`config.mk`:
```
export PLATFORM = sky130hd
export DESIGN_NAME = victim_lfsr
export DESIGN_NICKNAME = d
export VERILOG_FILES = /design/src/verilog/victim_lfsr.sv
export VERILOG_INCLUDE_DIRS = /design/src /design/src/include
export SDC_FILE = /design/constraint.sdc
export NUM_CORES = 1
export LEC_CHECK = 0
export ABC_AREA = 1
export BUFFER_PORTS_ARGS = -buffer_cell sky130_fd_sc_hd__clkbuf_2
export CAP_MARGIN = 20
export CORE_AREA = 2 2 39 41
export CTS_BUF_LIST = sky130_fd_sc_hd__clkbuf_16
export CTS_CLUSTER_DIAMETER = 50
export CTS_CLUSTER_SIZE = 10
export DETAILED_ROUTE_END_ITERATION = 12
export DIE_AREA = 0 0 41 43
export PLACE_DENSITY = 0.4
export SYNTH_ARGS = -nofsm -noshare
export SYNTH_HDL_FRONTEND = slang
export SYNTH_SLANG_ARGS = --single-unit
export TNS_END_PERCENT = 10
```
`constraint.sdc`:
```
create_clock -name clk -period 0.8 [get_ports clk]
set_clock_uncertainty 0.15 [all_clocks]
set_input_delay 0.08 -clock clk [delete_from_list [all_inputs] [get_ports clk]]
set_output_delay 0.08 -clock clk [all_outputs]
set_load 0.02 [all_outputs]
```
`src/include/cache_settings.svh`:
```
`ifndef CACHE_SETTINGS_SVH
`define CACHE_SETTINGS_SVH

// cache geometry
`define CACHE_SETS       256
`define CACHE_WORD_BITS  32
`define CACHE_LINE_WORDS 4
`define CACHE_WAYS       2

// victim selection, must be nonzero
`define CACHE_LFSR_SEED  8'hA5

`endif

```
`src/verilog/victim_lfsr.sv`:
```
`timescale 1ns/1ps
`include "cache_settings.svh"

module victim_lfsr (
    input  logic clk,
    input  logic rst,
    output logic rand_bit
);

    logic [7:0] lfsr;
    logic       feedback;

    // x^8 + x^6 + x^5 + x^4 + 1, period 255
    assign feedback = lfsr[7] ^ lfsr[5] ^ lfsr[4] ^ lfsr[3];

    always_ff @(posedge clk) begin
        if (rst) begin
            lfsr <= `CACHE_LFSR_SEED;
        end else begin
            lfsr <= {lfsr[6:0], feedback};
        end
    end

    assign rand_bit = lfsr[0];

endmodule

```
* After elaboration in Yosys (flattened, before gate mapping)
Cells that the tools add are included.
Operators by class: bitwise logic cells 3
Operator list (number):
- bitwise XOR 1 bit | 3
Storage, ports and cells: register bits after elaboration 8, bits of input ports 2, output and inout bits 1, word-level logic and storage cells 4

* Logic depth before layout (Yosys ltp)
Gate-level depths: netlist (run 1).
word-level depth 3, gate-level depth with buffers 5, mapped depth without buffers 5

* Worst setup path after synthesis (run 1)
Ideal clock, no wire load.
path kind register -> register, from register lfsr[4], to register lfsr[0], library setup time 119 ps, arrival 576 ps, data required time 531 ps, setup slack -45 ps, stages on the path, launching flop included 6, buffers on the path 0, period minus slack after synthesis 845 ps, cells stage by stage dfxtp_1 -> inv_2 -> nand2_1 -> nand2_1 -> nand2_1 -> nand3_1
Between the ends: longest elaborated chain between the ends 2
RTL lines:
- start: declaration | RTL line victim_lfsr.sv:10 | logic [7:0] lfsr;
- start signal: assignment | RTL line victim_lfsr.sv:18 | lfsr <= `CACHE_LFSR_SEED;
- start signal: assignment | RTL line victim_lfsr.sv:20 | lfsr <= {lfsr[6:0], feedback};
- bitwise XOR 1 bit (2 in series) | RTL line victim_lfsr.sv:14 | assign feedback = lfsr[7] ^ lfsr[5] ^ lfsr[4] ^ lfsr[3];
Every way passes these cells. A chain may end at the register's enable or synchronous reset.

* Worst setup path after layout (run 1)
from register lfsr[0], to output rand_bit
RTL lines:
- end: declaration | RTL line victim_lfsr.sv:7 | output logic rand_bit
No word-level cell between the ends.

==> results of run 1 <==
[cells in the mapped netlist]
library cell	count
nand2_1	15
inv_1	6
nor2_1	4
dfxtp_1	8
or2_1	2
inv_2	1
nand3_1	1
[how the worst min path moves through the flow]
stage | startpoint | to | slack, ps | cells after the start
global placement | rst | lfsr[4] | 190 | 2
CTS | rst | lfsr[4] | -50 | 2
floorplan | rst | lfsr[3] | -6 | 1
detailed placement | rst | lfsr[4] | 190 | 2
finish | rst | lfsr[4] | -50 | 2
global route | rst | lfsr[4] | -30 | 2
[per-stage QoR]
step	TNS, ps	setup slack (ps)	hold slack, ps	cell area (um2)
2_1_floorplan	-13.0	-13.0	-6.21	280
3_3_place_gp	-59.0	-59.0	193	333
3_5_place_dp	-55.7	-55.7	193	333
4_1_cts	-215	-136	-51.0	418
5_1_grt	-301	-129	-31.3	419
6_report	-182	-114	-54.7	419
[kinds of logic (layout without fill, tap and decap cells)]
kind of cell           count (synthesis)  count (layout)
AND/OR/NAND/NOR                       22              22
flip-flops                             8               8
buffers and inverters                  7              15
[placed cells by master (no fill, tap or decap), drive strengths merged]
cell     n
clkbuf   4
buf      4
nor2     4
dfxtp    8
inv      7
nand3    1
or2      2
nand2   15
[power groups by stage]
stage,sequential [mW],combinational [mW],clock [mW]
finish,0.457,0.0987,0.855
global route,0.461,0.112,0.902
CTS,0.456,0.0984,0.870
detailed placement,0.459,0.0887,0
global placement,0.459,0.0892,0
floorplan,0.463,0.0489,0
[what timing repair did]
item                                    CTS  global route
endpoints found under the setup margin    2             5
pin swaps                                 0             3
resized for setup                         3             1
endpoints found under the hold margin     6             4
[cell type report]
type                            instances  area (um2)
Clock buffer                            3        75.1
Timing Repair Buffer                    5        42.5
Sequential cell                         8         166
Inverter                                7        26.3
Multi-Input combinational cell         22        88.8
Tap cell                               16        20.0
Fill cell                             148         965
[per-layer routing]
layer	GRT usage	wire length, um	up-vias
li1	-	-	122
met1	0.101	231	101
met2	0.0906	198	4
met3	0.0471	26	3
met4	0.100	21	0
met5	0	0	-
==> flow_metrics.tcl, run 1 <==
set metrics [dict create \
    status "finished with violations" \
    violations "negative hold slack, negative setup slack" \
    routed_via_density 3.77 \
    drt_iter0_drc 3 \
    synth_top_family_by_area "simple AND/OR/NAND/NOR gates" \
    antenna_found_initial 0 \
    core_area_mm2 0.00138 \
    syn-num-nets 39 \
    critPathArrivalTime_ps 680 \
    slew_headroom 0.912 \
    dieHeight_um 43 \
    critPathKind "reg -> out" \
    place_congestion 0.716 \
    power.leakage_nw 0.221 \
    clkSlewWorstSetupHoldPaths_ps 40 \
    intPower_mw 1.13 \
    drc 0 \
    synthToLayoutAreaGrowth_pct 52.3 \
    reg.largest.list "lfsr: 8 flops" \
    ir_worst_vdd_mv 1.48 \
    fmax_ghz 1.09 \
    top_register "lfsr" \
    cts_sinks 8 \
    io_buffers 2 \
    power_frac_seq 0.324 \
    cts_root_buffer "clkbuf_16" \
    path_depth 1 \
    finalNetCount 49 \
    synthCells 37 \
    num_io_pins 3 \
    layout-drive-gt1-share 0.378 \
    total_power_mw 1.41 \
    drv_slew 0 \
    syn_area_per_cell_um2 7.44 \
    dp.final_hpwl_um 305 \
    sw_frac_of_total 0.196 \
    maxCapViolations 0 \
    wl_per_cell_um 7.82 \
    setup_viol 2 \
    initial_core_util 0.199 \
    synth_top_area_share 0.582 \
    hold_path.class "in -> reg" \
    dieArea_mm2 0.00176 \
    rrSetupSlack_ps -70 \
    slowest_stage "dfxtp_2" \
    drt_pass1_iterations 2 \
    fin_ws_ps -114 \
    switchingPower_mw 0.276 \
    critPathLaunchType "register" \
    timing.rr.start "lfsr[3]" \
    fin_crit_sh 1.14 \
    largest_reg_flops 8 \
    synth-xor-area-share 0 \
    rr_endpoint "lfsr[0]" \
    via_count 230 \
    critPathRequiredTime_ps 570 \
    fin_crit_ps 914 \
    cpLargestDelayFamily "flip-flops" \
    overflow 0 \
    reg2regPathDepth 5 \
    cts_buffer_depth 2 \
    numCtsBuffers 3 \
    cts_tree "done" \
    hold_slack_ps -54.7 \
    synth_cell_types 7 \
    crit_end "rand_bit" \
    grt.total_usage 0.0848 \
    yosys_warnings 0 \
    yosysSeqAreaShare 0.582 \
    rows 14 \
    tightest_slew_ps 132 \
    power_frac_comb 0.070 \
    grt_pass1_wl_um 869 \
    fp.dieW_um 41 \
    wl_um 477 \
    final_util 0.303 \
    end_kind "output port" \
    worst-path-buf-inv 1 \
    synth_fa_ha_area_frac 0 \
    ys_ff_latch 8 \
    grt_start_max_net_pins 8 \
    clock_latency_ps 230 \
    pwr_density_cell_mw_per_mm2 3360 \
    grt_pass1_vias 214 \
    hold_viol_final 6 \
    max_stage_delay_ps 340 \
    setup.worst_path.start "lfsr[0]" \
    rsz0062_at_grt "true" \
    synth.top_cells.by_area "dfxtp_1, nand2_1, inv_1" \
    path_max_fanout 2 \
    p_clk_frac 0.606 \
    netlist_area_um2 275 \
    n_antenna_cell 0 \
    post-place-cells 58 \
    yosys.area.top_type "dfxtp_1" \
    yosys-mux-area-fraction 0 \
    h-tree-depth 1 \
    post_cts_buffers 0 \
    synth_compound_area_frac 0 \
    synthSimpleGateAreaFrac 0.323 \
    ant_nets 0 \
    instances_no_fill 61 \
    crit_chain "buf_8" \
]
(Power assumes the default switching activity.)
==> run 2, diff against run 1 <==
--- a/config.mk
+++ b/config.mk
@@ -15,7 +15,7 @@
 export CTS_CLUSTER_SIZE = 10
 export DETAILED_ROUTE_END_ITERATION = 12
 export DIE_AREA = 0 0 41 43
-export PLACE_DENSITY = 0.4
+export PLACE_DENSITY = 0.39
 export SYNTH_ARGS = -nofsm -noshare
 export SYNTH_HDL_FRONTEND = slang
 export SYNTH_SLANG_ARGS = --single-unit
==> constraint.sdc (replaced) <==
create_clock -name clk -period 1.2 [get_ports clk]
set_clock_uncertainty 0.15 [all_clocks]
set_input_delay 0.12 -clock clk [delete_from_list [all_inputs] [get_ports clk]]
set_output_delay 0.12 -clock clk [all_outputs]
set_load 0.02 [all_outputs]
==> run 2 against run 1 <==
The flow finishes with violations (negative hold slack). Clock power is 36% lower. Core utilization down 2.8 points. Global-route usage down 1.3 points. Final cell count is 4.9% lower. Count of clock-buffer cells in the layout unchanged. Largest cell class unchanged. Highest routed layer is now met3.
==> flow_metrics.tcl, run 2 (synthesis gave the netlist of run 1 again) <==
set metrics [dict create \
    clkSlewWorstSetupHoldPaths_ps 30 \
    most-common-layout-cells "nand2_1, dfxtp_1, inv_1" \
    worst-path-buf-inv 1 \
    critPathRequiredTime_ps 930 \
    io_buffers 2 \
    critPathArrivalTime_ps 720 \
    grt_pass1_wl_um 765 \
    final_common_cell "nand2_1" \
    design_area_um2 380 \
    fin_crit_ps 987 \
    n_antenna_cell 0 \
    pwr_density_cell_mw_per_mm2 2350 \
    drt_iter0_drc 3 \
    cpLargestDelayFamily "flip-flops" \
    violations "negative hold slack" \
    layout-drive-gt1-share 0.143 \
    grt.total_usage 0.0717 \
    fp.dieW_um 41 \
    critPathKind "reg -> out" \
    finalNetCount 46 \
    dieHeight_um 43 \
    cts_sinks 8 \
    reg.largest.list "lfsr: 8 flops" \
    ir_worst_vdd_mv 1.03 \
    synthToLayoutAreaGrowth_pct 38.2 \
    ant_nets 0 \
    initial_core_util 0.199 \
    total_power_mw 0.894 \
    largest_reg_flops 8 \
    power.leakage_nw 0.206 \
    dp.final_hpwl_um 293 \
    drv_slew 0 \
    hold_path.class "in -> reg" \
    drc 0 \
    post_cts_buffers 0 \
    grt_pass1_vias 183 \
    overflow 0 \
    critPathLaunchType "register" \
    setup_viol 0 \
    switchingPower_mw 0.158 \
    power_frac_comb 0.054 \
    p_clk_frac 0.612 \
    h-tree-depth 1 \
    place_ws_ps 290 \
    rsz0062_at_grt "false" \
    tightest_slew_ps 130 \
    core_area_mm2 0.00138 \
    routed_via_density 3.50 \
    dieArea_mm2 0.00176 \
    slowest_stage "dfxtp_1" \
    cts_buffer_depth 2 \
    num_io_pins 3 \
    crit_chain "clkbuf_2" \
    intPower_mw 0.736 \
    post-place-cells 55 \
    place_congestion 0.688 \
    hold_viol_final 3 \
    top_register "lfsr" \
    cts_resized 0 \
    maxCapViolations 0 \
    hold_slack_ps -3.59 \
    fmax_ghz 1.01 \
    rows 14 \
    wl_per_cell_um 6.97 \
    instances_no_fill 58 \
    end_kind "output port" \
    cts_root_buffer "clkbuf_16" \
    drt_pass1_iterations 2 \
    antenna_found_initial 0 \
    power_frac_seq 0.334 \
    max_stage_delay_ps 320 \
    wl_um 404 \
    cts_tree "done" \
    sw_frac_of_total 0.176 \
    fin_ws_ps 213 \
    path_max_fanout 2 \
    numCtsBuffers 3 \
    rrSetupSlack_ps 290 \
    placed_cell_area_um2 305 \
    grt_start_max_net_pins 8 \
    via_count 203 \
    postCtsHoldBufs 0 \
    tns_ps 0 \
    slew_headroom 0.914 \
    final_util 0.275 \
    status "finished with violations" \
    fin_crit_sh 0.823 \
    clock_latency_ps 230 \
]
==> run 2: changes by cell type in the layout (fill, tap and decap cells not counted), sizes merged <==
cell | previous run | this run
clkbuf | 4 | 5
buf | 4 | 0
==> run 2: final timing paths <==
check        endpoint  cells after the start  startpoint
max          rand_bit                      1     lfsr[0]
min           lfsr[1]                      2         rst
max reg2reg   lfsr[0]                      5     lfsr[3]
min reg2reg   lfsr[2]                      1     lfsr[1]
==> run 2: power by group through the flow <==
stage / clock network [mW] / logic [mW] / registers (mW)
floorplan: 0 / 0.0320 / 0.305
global placement: 0 / 0.0502 / 0.303
detailed placement: 0 / 0.0495 / 0.303
CTS: 0.559 / 0.0499 / 0.299
global route: 0.580 / 0.0575 / 0.301
finish: 0.547 / 0.0486 / 0.298
==> run 2: layer usage <==
metal | GRT usage | vias up | wire (um)
met5 | 0 | - | 0
met3 | 0.0628 | 0 | 20
met1 | 0.0885 | 85 | 203
li1 | - | 115 | -
met2 | 0.0813 | 3 | 180
met4 | 0.0400 | 0 | 0
==> run 2: area by class of cell <==
cell class / instances / area, um2
flip-flops and latches: 8 / 160
repair buffers: 2 / 10.0
fillers: 154 / 1000
clock buffers: 3 / 75.1
multi-input cells: 22 / 88.8
inverters: 7 / 26.3
well taps: 16 / 20.0
