## config.mk

```make
export PLATFORM = sky130hd
export DESIGN_NAME = cache_ctrl_flat
export DESIGN_NICKNAME = d
export VERILOG_FILES = /design/src/verilog/cache_pkg.sv /design/src/verilog/way_if.sv /design/src/verilog/cache_ctrl.sv /design/src/flat_wrapper.sv
export VERILOG_INCLUDE_DIRS = /design/src /design/src/include
export SDC_FILE = /design/constraint.sdc
export NUM_CORES = 1
export LEC_CHECK = 0
export ABC_AREA = 1
export BUFFER_PORTS_ARGS = -buffer_cell sky130_fd_sc_hd__buf_2
export CORE_AREA = 2 2 372 374
export DETAILED_ROUTE_END_ITERATION = 8
export DIE_AREA = 0 0 374 376
export GPL_TIMING_DRIVEN = 0
export PLACE_DENSITY_LB_ADDON = 0.1
export SETUP_SLACK_MARGIN = 0.02
export SLEW_MARGIN = 10
export SYNTH_ARGS = -nofsm -noshare
export SYNTH_HDL_FRONTEND = slang
export SYNTH_SLANG_ARGS = --single-unit
```

## constraint.sdc

```tcl
create_clock -name clk -period 5.09 [get_ports clk]
set_clock_uncertainty 0.1 [all_clocks]
set_input_delay 0.509 -clock clk [delete_from_list [all_inputs] [get_ports clk]]
set_output_delay 0.509 -clock clk [all_outputs]
set_load 0.01 [all_outputs]
```

## src/include/cache_settings.svh

```systemverilog
`ifndef CACHE_SETTINGS_SVH
`define CACHE_SETTINGS_SVH

// cache geometry
`define CACHE_SETS       256
`define CACHE_WORD_BITS  32
`define CACHE_LINE_WORDS 4
`define CACHE_WAYS       2

// victim selection, must be nonzero
`define CACHE_LFSR_SEED  8'hA5

`endif

```

## src/verilog/cache_pkg.sv

```systemverilog
`include "cache_settings.svh"

package cache_pkg;

    localparam int addr_bits   = 32;
    localparam int index_bits  = $clog2(`CACHE_SETS);
    localparam int offset_bits = $clog2(`CACHE_LINE_WORDS * `CACHE_WORD_BITS / 8);
    localparam int tag_bits    = addr_bits - index_bits - offset_bits;

    // address fields
    typedef logic [index_bits-1:0]  index_t;
    typedef logic [tag_bits-1:0]    tag_t;
    typedef logic [offset_bits-1:0] offset_t;

    // data payloads
    typedef logic [`CACHE_WORD_BITS-1:0]   word_t;
    typedef logic [`CACHE_WORD_BITS/8-1:0] strb_t;
    typedef word_t [`CACHE_LINE_WORDS-1:0] line_t;

    // valid sits in the low bit
    typedef struct packed {
        tag_t tag;
        logic valid;
    } tag_entry_t;

    typedef enum logic [2:0] {
        st_idle,
        st_lookup,
        st_miss,
        st_replace,
        st_refill
    } ctrl_state_t;

endpackage

```

## src/verilog/way_if.sv

```systemverilog
`timescale 1ns/1ps

interface way_if;
    import cache_pkg::*;

    // read side, data one cycle after rd_en
    logic       rd_en;
    index_t     index;
    tag_entry_t tag_rd;
    line_t      line_rd;
    logic       dirty_rd;

    // write side, shares index with the read
    logic       tag_we;
    logic       line_we;
    logic       dirty_we;
    tag_entry_t tag_wr;
    line_t      line_wr;
    logic       dirty_wr;

    modport ctrl (
        output rd_en, index, tag_we, line_we, dirty_we, tag_wr, line_wr, dirty_wr,
        input  tag_rd, line_rd, dirty_rd
    );

    modport way (
        input  rd_en, index, tag_we, line_we, dirty_we, tag_wr, line_wr, dirty_wr,
        output tag_rd, line_rd, dirty_rd
    );

endinterface

```

## src/verilog/cache_ctrl.sv

```systemverilog
`timescale 1ns/1ps
`include "cache_settings.svh"

module cache_ctrl (
    input  logic                             clk,
    input  logic                             rst,
    // cpu side
    input  logic                             valid,
    input  logic                             op,
    input  cache_pkg::index_t                index,
    input  cache_pkg::tag_t                  tag,
    input  cache_pkg::offset_t               offset,
    input  cache_pkg::strb_t                 wstrb,
    input  cache_pkg::word_t                 wdata,
    output logic                             addr_ok,
    output logic                             data_ok,
    output cache_pkg::word_t                 rdata,
    // memory side
    output logic                             rd_req,
    output logic [cache_pkg::addr_bits-1:0]  rd_addr,
    input  logic                             rd_rdy,
    input  logic                             ret_valid,
    input  logic                             ret_last,
    input  cache_pkg::word_t                 ret_data,
    output logic                             wr_req,
    output logic [cache_pkg::addr_bits-1:0]  wr_addr,
    output cache_pkg::line_t                 wr_data,
    input  logic                             wr_rdy,
    input  logic                             rand_bit,
    way_if.ctrl                              way0,
    way_if.ctrl                              way1
);
    import cache_pkg::*;

    localparam int byte_bits = $clog2(`CACHE_WORD_BITS / 8);
    localparam int sel_bits  = $clog2(`CACHE_LINE_WORDS);

    ctrl_state_t state;
    ctrl_state_t state_next;

    // request buffer
    logic    op_reg;
    index_t  index_reg;
    tag_t    tag_reg;
    offset_t offset_reg;
    strb_t   wstrb_reg;
    word_t   wdata_reg;

    logic [sel_bits-1:0]              word_sel;
    logic [$clog2(`CACHE_WAYS)-1:0]   victim;
    logic [sel_bits-1:0]              refill_cnt;
    line_t                            refill_buf;

    logic       hit0;
    logic       hit1;
    logic       hit;
    line_t      hit_line;
    line_t      merged_line;
    tag_entry_t victim_tag;
    line_t      victim_line;
    logic       victim_dirty;
    word_t      refill_word;
    line_t      fill_line;
    logic       fill_done;
    logic       hit_write;
    logic       sel0;
    logic       sel1;
    line_t      line_wr;

    function automatic word_t merge_word(input word_t old_word, input word_t new_word,
                                         input strb_t strb);
        word_t result;
        result = old_word;
        for (int b = 0; b < $bits(strb_t); b++) begin
            if (strb[b]) begin
                result[b*8 +: 8] = new_word[b*8 +: 8];
            end
        end
        return result;
    endfunction

    always_ff @(posedge clk) begin
        if (valid && addr_ok) begin
            op_reg     <= op;
            index_reg  <= index;
            tag_reg    <= tag;
            offset_reg <= offset;
            wstrb_reg  <= wstrb;
            wdata_reg  <= wdata;
        end
    end

    assign word_sel = offset_reg[$bits(offset_t)-1:byte_bits];

    // lookup, tag entries arrive the cycle after acceptance
    assign hit0 = way0.tag_rd.valid && (way0.tag_rd.tag == tag_reg);
    assign hit1 = way1.tag_rd.valid && (way1.tag_rd.tag == tag_reg);
    assign hit  = hit0 || hit1;

    assign hit_line = hit1 ? way1.line_rd : way0.line_rd;

    always_comb begin
        merged_line           = hit_line;
        merged_line[word_sel] = merge_word(hit_line[word_sel], wdata_reg, wstrb_reg);
    end

    // way outputs still hold the lookup read during miss
    assign victim_tag   = (victim != '0) ? way1.tag_rd   : way0.tag_rd;
    assign victim_line  = (victim != '0) ? way1.line_rd  : way0.line_rd;
    assign victim_dirty = (victim != '0) ? way1.dirty_rd : way0.dirty_rd;

    always_ff @(posedge clk) begin
        if (rst) begin
            victim <= '0;
        end else if (state == st_lookup && !hit) begin
            victim <= rand_bit;
        end
    end

    // refill, pending write lands on its word as it streams in
    assign refill_word = (op_reg && refill_cnt == word_sel) ?
                         merge_word(ret_data, wdata_reg, wstrb_reg) : ret_data;

    always_ff @(posedge clk) begin
        if (rst) begin
            refill_cnt <= '0;
        end else if (state == st_refill && ret_valid) begin
            refill_cnt <= ret_last ? '0 : refill_cnt + 1'b1;
        end
    end

    always_ff @(posedge clk) begin
        if (state == st_refill && ret_valid) begin
            refill_buf[refill_cnt] <= refill_word;
        end
    end

    // last word goes straight into the ram write
    always_comb begin
        fill_line             = refill_buf;
        fill_line[refill_cnt] = refill_word;
    end

    always_comb begin
        state_next = state;
        case (state)
            st_idle: begin
                if (valid) begin
                    state_next = st_lookup;
                end
            end
            st_lookup: begin
                state_next = hit ? st_idle : st_miss;
            end
            st_miss: begin
                if (!wr_req || wr_rdy) begin
                    state_next = st_replace;
                end
            end
            st_replace: begin
                if (rd_rdy) begin
                    state_next = st_refill;
                end
            end
            st_refill: begin
                if (ret_valid && ret_last) begin
                    state_next = st_idle;
                end
            end
            default: begin
                state_next = st_idle;
            end
        endcase
    end

    always_ff @(posedge clk) begin
        if (rst) begin
            state <= st_idle;
        end else begin
            state <= state_next;
        end
    end

    // cpu responses
    assign addr_ok = (state == st_idle);
    assign data_ok = (state == st_lookup && hit) ||
                     (state == st_refill && ret_valid && refill_cnt == word_sel);
    assign rdata   = (state == st_refill) ? ret_data : hit_line[word_sel];

    // memory requests
    assign wr_req  = (state == st_miss) && victim_tag.valid && victim_dirty;
    assign wr_addr = {victim_tag.tag, index_reg, offset_t'(0)};
    assign wr_data = victim_line;
    assign rd_req  = (state == st_replace);
    assign rd_addr = {tag_reg, index_reg, offset_t'(0)};

    // way writes, refill goes to the victim and a write hit to the hit way
    assign fill_done = (state == st_refill) && ret_valid && ret_last;
    assign hit_write = (state == st_lookup) && hit && op_reg;
    assign sel0      = fill_done ? (victim == '0) : hit0;
    assign sel1      = fill_done ? (victim != '0) : hit1;
    assign line_wr   = fill_done ? fill_line : merged_line;

    assign way0.rd_en    = valid && addr_ok;
    assign way0.index    = addr_ok ? index : index_reg;
    assign way0.tag_we   = fill_done && sel0;
    assign way0.tag_wr   = '{tag: tag_reg, valid: 1'b1};
    assign way0.line_we  = (fill_done || hit_write) && sel0;
    assign way0.line_wr  = line_wr;
    assign way0.dirty_we = (fill_done || hit_write) && sel0;
    assign way0.dirty_wr = op_reg;

    assign way1.rd_en    = valid && addr_ok;
    assign way1.index    = addr_ok ? index : index_reg;
    assign way1.tag_we   = fill_done && sel1;
    assign way1.tag_wr   = '{tag: tag_reg, valid: 1'b1};
    assign way1.line_we  = (fill_done || hit_write) && sel1;
    assign way1.line_wr  = line_wr;
    assign way1.dirty_we = (fill_done || hit_write) && sel1;
    assign way1.dirty_wr = op_reg;

endmodule

```

## src/flat_wrapper.sv

```systemverilog
// flat-port wrapper written by rule: the top's interface ports become plain ports
module cache_ctrl_flat import cache_pkg::*;
  (clk, rst, valid, op, index, tag, offset, wstrb, wdata, addr_ok, data_ok, rdata, rd_req, rd_addr, rd_rdy, ret_valid, ret_last, ret_data, wr_req, wr_addr, wr_data, wr_rdy, rand_bit, way0_rd_en, way0_index, way0_tag_we, way0_line_we, way0_dirty_we, way0_tag_wr, way0_line_wr, way0_dirty_wr, way0_tag_rd, way0_line_rd, way0_dirty_rd, way1_rd_en, way1_index, way1_tag_we, way1_line_we, way1_dirty_we, way1_tag_wr, way1_line_wr, way1_dirty_wr, way1_tag_rd, way1_line_rd, way1_dirty_rd);
  way_if way0_i ();
  way_if way1_i ();
  input  logic clk;
  input  logic rst;
  input  logic valid;
  input  logic op;
  input  cache_pkg::index_t index;
  input  cache_pkg::tag_t tag;
  input  cache_pkg::offset_t offset;
  input  cache_pkg::strb_t wstrb;
  input  cache_pkg::word_t wdata;
  output logic addr_ok;
  output logic data_ok;
  output cache_pkg::word_t rdata;
  output logic rd_req;
  output logic [cache_pkg::addr_bits-1:0] rd_addr;
  input  logic rd_rdy;
  input  logic ret_valid;
  input  logic ret_last;
  input  cache_pkg::word_t ret_data;
  output logic wr_req;
  output logic [cache_pkg::addr_bits-1:0] wr_addr;
  output cache_pkg::line_t wr_data;
  input  logic wr_rdy;
  input  logic rand_bit;
  output wire logic [$bits(way0_i.rd_en)-1:0] way0_rd_en;
  output wire logic [$bits(way0_i.index)-1:0] way0_index;
  output wire logic [$bits(way0_i.tag_we)-1:0] way0_tag_we;
  output wire logic [$bits(way0_i.line_we)-1:0] way0_line_we;
  output wire logic [$bits(way0_i.dirty_we)-1:0] way0_dirty_we;
  output wire logic [$bits(way0_i.tag_wr)-1:0] way0_tag_wr;
  output wire logic [$bits(way0_i.line_wr)-1:0] way0_line_wr;
  output wire logic [$bits(way0_i.dirty_wr)-1:0] way0_dirty_wr;
  input wire logic [$bits(way0_i.tag_rd)-1:0] way0_tag_rd;
  input wire logic [$bits(way0_i.line_rd)-1:0] way0_line_rd;
  input wire logic [$bits(way0_i.dirty_rd)-1:0] way0_dirty_rd;
  output wire logic [$bits(way1_i.rd_en)-1:0] way1_rd_en;
  output wire logic [$bits(way1_i.index)-1:0] way1_index;
  output wire logic [$bits(way1_i.tag_we)-1:0] way1_tag_we;
  output wire logic [$bits(way1_i.line_we)-1:0] way1_line_we;
  output wire logic [$bits(way1_i.dirty_we)-1:0] way1_dirty_we;
  output wire logic [$bits(way1_i.tag_wr)-1:0] way1_tag_wr;
  output wire logic [$bits(way1_i.line_wr)-1:0] way1_line_wr;
  output wire logic [$bits(way1_i.dirty_wr)-1:0] way1_dirty_wr;
  input wire logic [$bits(way1_i.tag_rd)-1:0] way1_tag_rd;
  input wire logic [$bits(way1_i.line_rd)-1:0] way1_line_rd;
  input wire logic [$bits(way1_i.dirty_rd)-1:0] way1_dirty_rd;
  assign way0_rd_en = way0_i.rd_en;
  assign way0_index = way0_i.index;
  assign way0_tag_we = way0_i.tag_we;
  assign way0_line_we = way0_i.line_we;
  assign way0_dirty_we = way0_i.dirty_we;
  assign way0_tag_wr = way0_i.tag_wr;
  assign way0_line_wr = way0_i.line_wr;
  assign way0_dirty_wr = way0_i.dirty_wr;
  assign way0_i.tag_rd = way0_tag_rd;
  assign way0_i.line_rd = way0_line_rd;
  assign way0_i.dirty_rd = way0_dirty_rd;
  assign way1_rd_en = way1_i.rd_en;
  assign way1_index = way1_i.index;
  assign way1_tag_we = way1_i.tag_we;
  assign way1_line_we = way1_i.line_we;
  assign way1_dirty_we = way1_i.dirty_we;
  assign way1_tag_wr = way1_i.tag_wr;
  assign way1_line_wr = way1_i.line_wr;
  assign way1_dirty_wr = way1_i.dirty_wr;
  assign way1_i.tag_rd = way1_tag_rd;
  assign way1_i.line_rd = way1_line_rd;
  assign way1_i.dirty_rd = way1_dirty_rd;
  cache_ctrl u_core (.clk(clk), .rst(rst), .valid(valid), .op(op), .index(index), .tag(tag), .offset(offset), .wstrb(wstrb), .wdata(wdata), .addr_ok(addr_ok), .data_ok(data_ok), .rdata(rdata), .rd_req(rd_req), .rd_addr(rd_addr), .rd_rdy(rd_rdy), .ret_valid(ret_valid), .ret_last(ret_last), .ret_data(ret_data), .wr_req(wr_req), .wr_addr(wr_addr), .wr_data(wr_data), .wr_rdy(wr_rdy), .rand_bit(rand_bit), .way0(way0_i), .way1(way1_i));
endmodule
```

== Yosys cells after proc, flatten, opt, wreduce, memory -nomap -nowiden ==
Index checks and enable logic that the tools add are counted.
W data, S select, Z words.

* Bits in registers: 203
* Logic and storage cells: 90
* Input bits: 409

* Equal/unequal tests: 11
* Bitwise gates (word level): 1
* Order comparisons: 4
* Muxes and demuxes: 33
* Reductions and logical operators: 27
* Add/sub/neg operators: 1

{| class="wikitable"
|+ Operators with widths
! kind !! count
|-
| $mux W128 || 3
|-
| $bwmux W128 || 2
|-
| $mux W32 || 5
|-
| $demux W32 S2 || 2
|-
| $mux W8 || 9
|-
| $bmux W32 S2 || 1
|-
| $eq A20 B20 Y1 || 2
|-
| $mux W21 || 1
|-
| $logic_and A1 B1 Y1 || 19
|-
| $pmux W3 S5 || 1
|-
| $mux W3 || 4
|-
| $eq A3 B2 Y1 const B || 2
|-
| $lt A2 B3 Y1 const B || 2
|-
| $ne A2 B1 Y1 const B || 3
|-
| $ge A2 B1 Y1 const B || 2
|-
| $logic_or A1 B1 Y1 || 4
|-
| $mux W2 || 2
|-
| $reduce_and A4 Y1 || 1
|-
| $eq A3 B1 Y1 const B || 1
|-
| $eq A3 B3 Y1 const B || 1
|-
| $logic_not A3 Y1 || 1
|-
| $mux W1 || 3
|-
| $add A2 B1 Y2 const B || 1
|-
| $eq A2 B2 Y1 || 1
|-
| other kinds (3) || 4
|}

== Longest topological paths before layout ==
* Depth in word-level cells: 8
* Depth in mapped cells: 17
* Depth with buffers taken out: 14

== Worst setup path before layout ==
No wires, ideal clock.

* Path kind: input port to output port
* From: input port ret_valid
* To: output port way1_line_wr[100]
* Setup slack: -355 ps
* Required time: 4,481 ps
* Stages on the path: 9
* Path buffers: 3
* Data arrival time: 4,836 ps
* Cell sequence: nand3_1 -> inv_1 -> nand2_1 -> clkinv_1 -> clkbuf_1 -> clkbuf_1 -> nand2_1 -> nand2_1 -> buf_4

* Word-level cells in the longest chain between the ends: 3

{| class="wikitable"
|+ Ends and longest elaborated chain
! item !! line !! text
|-
| start, declared || flat_wrapper.sv:21 || <nowiki>input logic ret_valid;</nowiki>
|-
| $logic_and A1 B1 Y1 (2 in series) || cache_ctrl.sv:198 || <nowiki>assign fill_done = (state == st_refill) && ret_valid && ret_last;</nowiki>
|-
| $mux W128 || cache_ctrl.sv:202 || <nowiki>assign line_wr = fill_done ? fill_line : merged_line;</nowiki>
|-
| end, declared || flat_wrapper.sv:46 || <nowiki>output wire logic [$bits(way1_i.line_wr)-1:0] way1_line_wr;</nowiki>
|}

Every way passes these cells.

==> flow_summary.json <==
{
  "io_buffers": 948,
  "hold_violations": 0,
  "pin_count": 961,
  "finalSetupViolCount": 0,
  "drive_gt1_share_pct": 28.9,
  "drt_iter0_drc": 2153,
  "fin_tns_setup_ns": 0,
  "drt_wl_total_microns": 172000,
  "grt_pass1_vias": 26492,
  "grt_setup_unrepaired": "false",
  "vias": 27132,
  "dpl_cell_area_sq_um": 28000,
  "num_rows": 136,
  "initial_utilization_pct": 15.2,
  "cts_tree": "done",
  "startpoint_type": "flip-flop",
  "max_freq_mhz": 206,
  "hold_class": "input port to flip-flop",
  "ys_warn_count": 0,
  "core_area_sq_um": 137000,
  "dp_slack_ns": -0.459,
  "overflow": 0,
  "clkTransAtPathRegs_ns": 0.05,
  "clockBufferDepth": 3,
  "worst-endpoint-required_ns": 4.48,
  "syn_area_per_cell_sq_um": 5.92,
  "ant_nets": 0,
  "max_cap_violations": 0,
  "cp_max_fo": 9,
  "hpwl_microns": 141000,
  "cp-end-kind": "primary output",
  "period_needed_ns": 4.86,
  "status": "finished clean",
  "nNetsFinal": 4983,
  "cts_buffers": 36,
  "ys_seq_elements": 201,
  "worstMarginPinSlew_ns": 1.20,
  "clkSinkCount": 201,
  "leakage_nw": 16.5,
  "htreeDepth": 2,
  "ys_seq_area_share_pct": 28.8,
  "drt-wirelength-per-cell_microns": 26.9,
  "relSlewSlack_pct": 20.3,
  "die_x_microns": 374,
  "power.density_nw_per_um2": 470,
  "crit_arrival_ns": 4.25,
  "final_area_sq_um": 29900,
  "slew_viol_final": 0,
  "dr.pass1.iters": 6,
  "synthToLayoutAreaGrowth_pct": 44.3,
  "finalPower_mw": 14.0,
  "root_buffer": "clkbuf_16",
  "critical_path_class": "flip-flop to primary output",
  "drcViolationCount": 0,
  "worst_slack_ns": 0.231,
  "die_area_sq_um": 141000,
  "syn-cell-area_sq_um": 20700,
  "finalCritPeriodShare_pct": 95.5,
  "fp.dieH_microns": 376,
  "synthDistinctLibCells": 30,
  "ir_drop_mv": 0.243,
  "antenna_found_initial": 39,
  "gp_congestion": 0.878,
  "largest_reg_flops": 128,
  "track_usage_pct": 23.5,
  "grt_pass1_wl_microns": 226000,
  "vias_per_cell": 4.24,
  "grt_max_degree": 33,
  "postSynthCellCount": 3500,
  "clk_latency_ns": 0.60
}
-- where the power goes --
group / internal, mW / leakage [nW] / switching [mW] / total [mW]
registers: 2.26 / 1.85 / 0.197 / 2.46
clock network: 1.59 / 0.587 / 1.06 / 2.64
logic: 2.86 / 14.1 / 6.07 / 8.94
total: 6.71 / 16.5 / 7.33 / 14.0
-- per-layer routing --
layer  vias to the layer above  wire (microns)  track usage [%]
met4                        22            2570             4.13
met5                         -             148                0
met3                       121           11500             4.55
met2                      1119           82200             40.4
li1                      12931               -                -
met1                     12939           75400             30.5
-- area by class of cell --
class | instances | area, sq um
fillers | 16108 | 107000
repair buffers | 1024 | 5620
inverters | 497 | 1870
clock buffers | 43 | 948
plain buffers | 397 | 2570
clock inverters | 21 | 240
well taps | 1794 | 2240
flip-flops and latches | 201 | 5980
multi-input cells | 2413 | 10400
diodes | 5 | 12.5
-- through the flow --
stage          instances  hold WS, ns  util, %
2_1_floorplan       3508        0.365        -
3_3_place_gp        6250        0.399     20.3
3_5_place_dp        6259        0.403     20.5
4_1_cts             6390      0.00112     21.9
5_1_grt             6393       0.0233     21.9
6_report            6395       0.0494     21.9
-- cell families after synthesis --
logic type | synth area share (%)
and+or+nand+nor | 41.2
other | 0.0362
adders and majority gates | 0.242
buffers and inverters | 21.1
DFF | 28.8
AOI/OAI and AO/OA | 8.22
xor gates and xnor gates | 0.338
-- critical path, cell delays in order, from the launching register on --
cell	delay [ns]
edfxtp_1	0.35
clkbuf_1	0.18
xnor2_1	0.25
nand3_2	0.61
nor2_1	0.96
o22ai_1	0.48
nand2_1	0.15
nand2_1	0.10
nand2_1	0.09
nand2_1	0.15
buf_4	0.16
buf_2	0.13
-- synth_stat cells --
cell	n	share of area, %
nand2_1	1637	30
inv_1	493	8.9
nand3_1	266	6.4
o21ai_0	221	5.3
buf_4	219	7.9
edfxtp_1	195	28
nand4_1	135	4.1
clkbuf_1	105	1.9
o22ai_1	41	1.2
buf_1	38	0.69
nor2_1	36	0.65
o21ai_2	32	1.4
buf_6	25	1.4
buf_2	10	0.24
a21oi_1	7	0.17
xnor2_1	7	0.30
dfxtp_1	6	0.58
nor3_1	5	0.12
ha_1	4	0.24
nor2_2	3	0.091
clkinv_1	2	0.036
conb_1	2	0.036
inv_2	2	0.036
nor3b_1	2	0.072
nor4_1	2	0.060
a2111oi_0	1	0.042
a21boi_0	1	0.036
nand3b_1	1	0.036
o2111ai_1	1	0.042
xor2_1	1	0.042
-- cell usage in the layout (no fill, tap or decap), types with 4 or more instances in the layout --
cell type,count
nand2_1,1637
buf_2,958
inv_1,492
nand3_1,265
o21ai_0,220
buf_4,219
edfxtp_1,195
nand4_1,135
clkbuf_1,97
dlygate4sd3_1,66
o22ai_1,41
clkbuf_16,37
nor2_1,34
buf_1,33
o21ai_2,33
buf_6,26
clkbuf_2,14
conb_1,10
clkinv_2,9
a21oi_1,7
xnor2_1,6
buf_12,6
dfxtp_1,6
diode_2,5
clkinv_1,5
nor3_1,5
bufinv_16,5
nor2_2,4
clkdlybuf4s15_2,4
ha_1,4
-- final timing paths --
check | startpoint | endpoint | slack (ns) | depth (start not counted)
setup / recovery | u_core.offset_reg[3]$_DFFE_PP_ | way1_line_wr[75] | 0.23 | 11
hold / removal | wdata[11] | u_core.wdata_reg[11]$_DFFE_PP_ | 0.05 | 1
setup reg to reg | u_core.offset_reg[3]$_DFFE_PP_ | u_core.refill_buf[75]$_DFFE_PP_ | 1.59 | 7
hold reg to reg | u_core.state[1]$_SDFFE_PP0P_ | u_core.state[1]$_SDFFE_PP0P_ | 0.42 | 2
-- timing repair --
item | CTS | global route
setup endpoints to repair | 190 | 8
hold buffers | 66 | 0
gates resized for setup | 17 | 5
buffers inserted | 1 | 0
hold endpoints to repair | 66 | 0
Power figures use the tool's default switching activity.
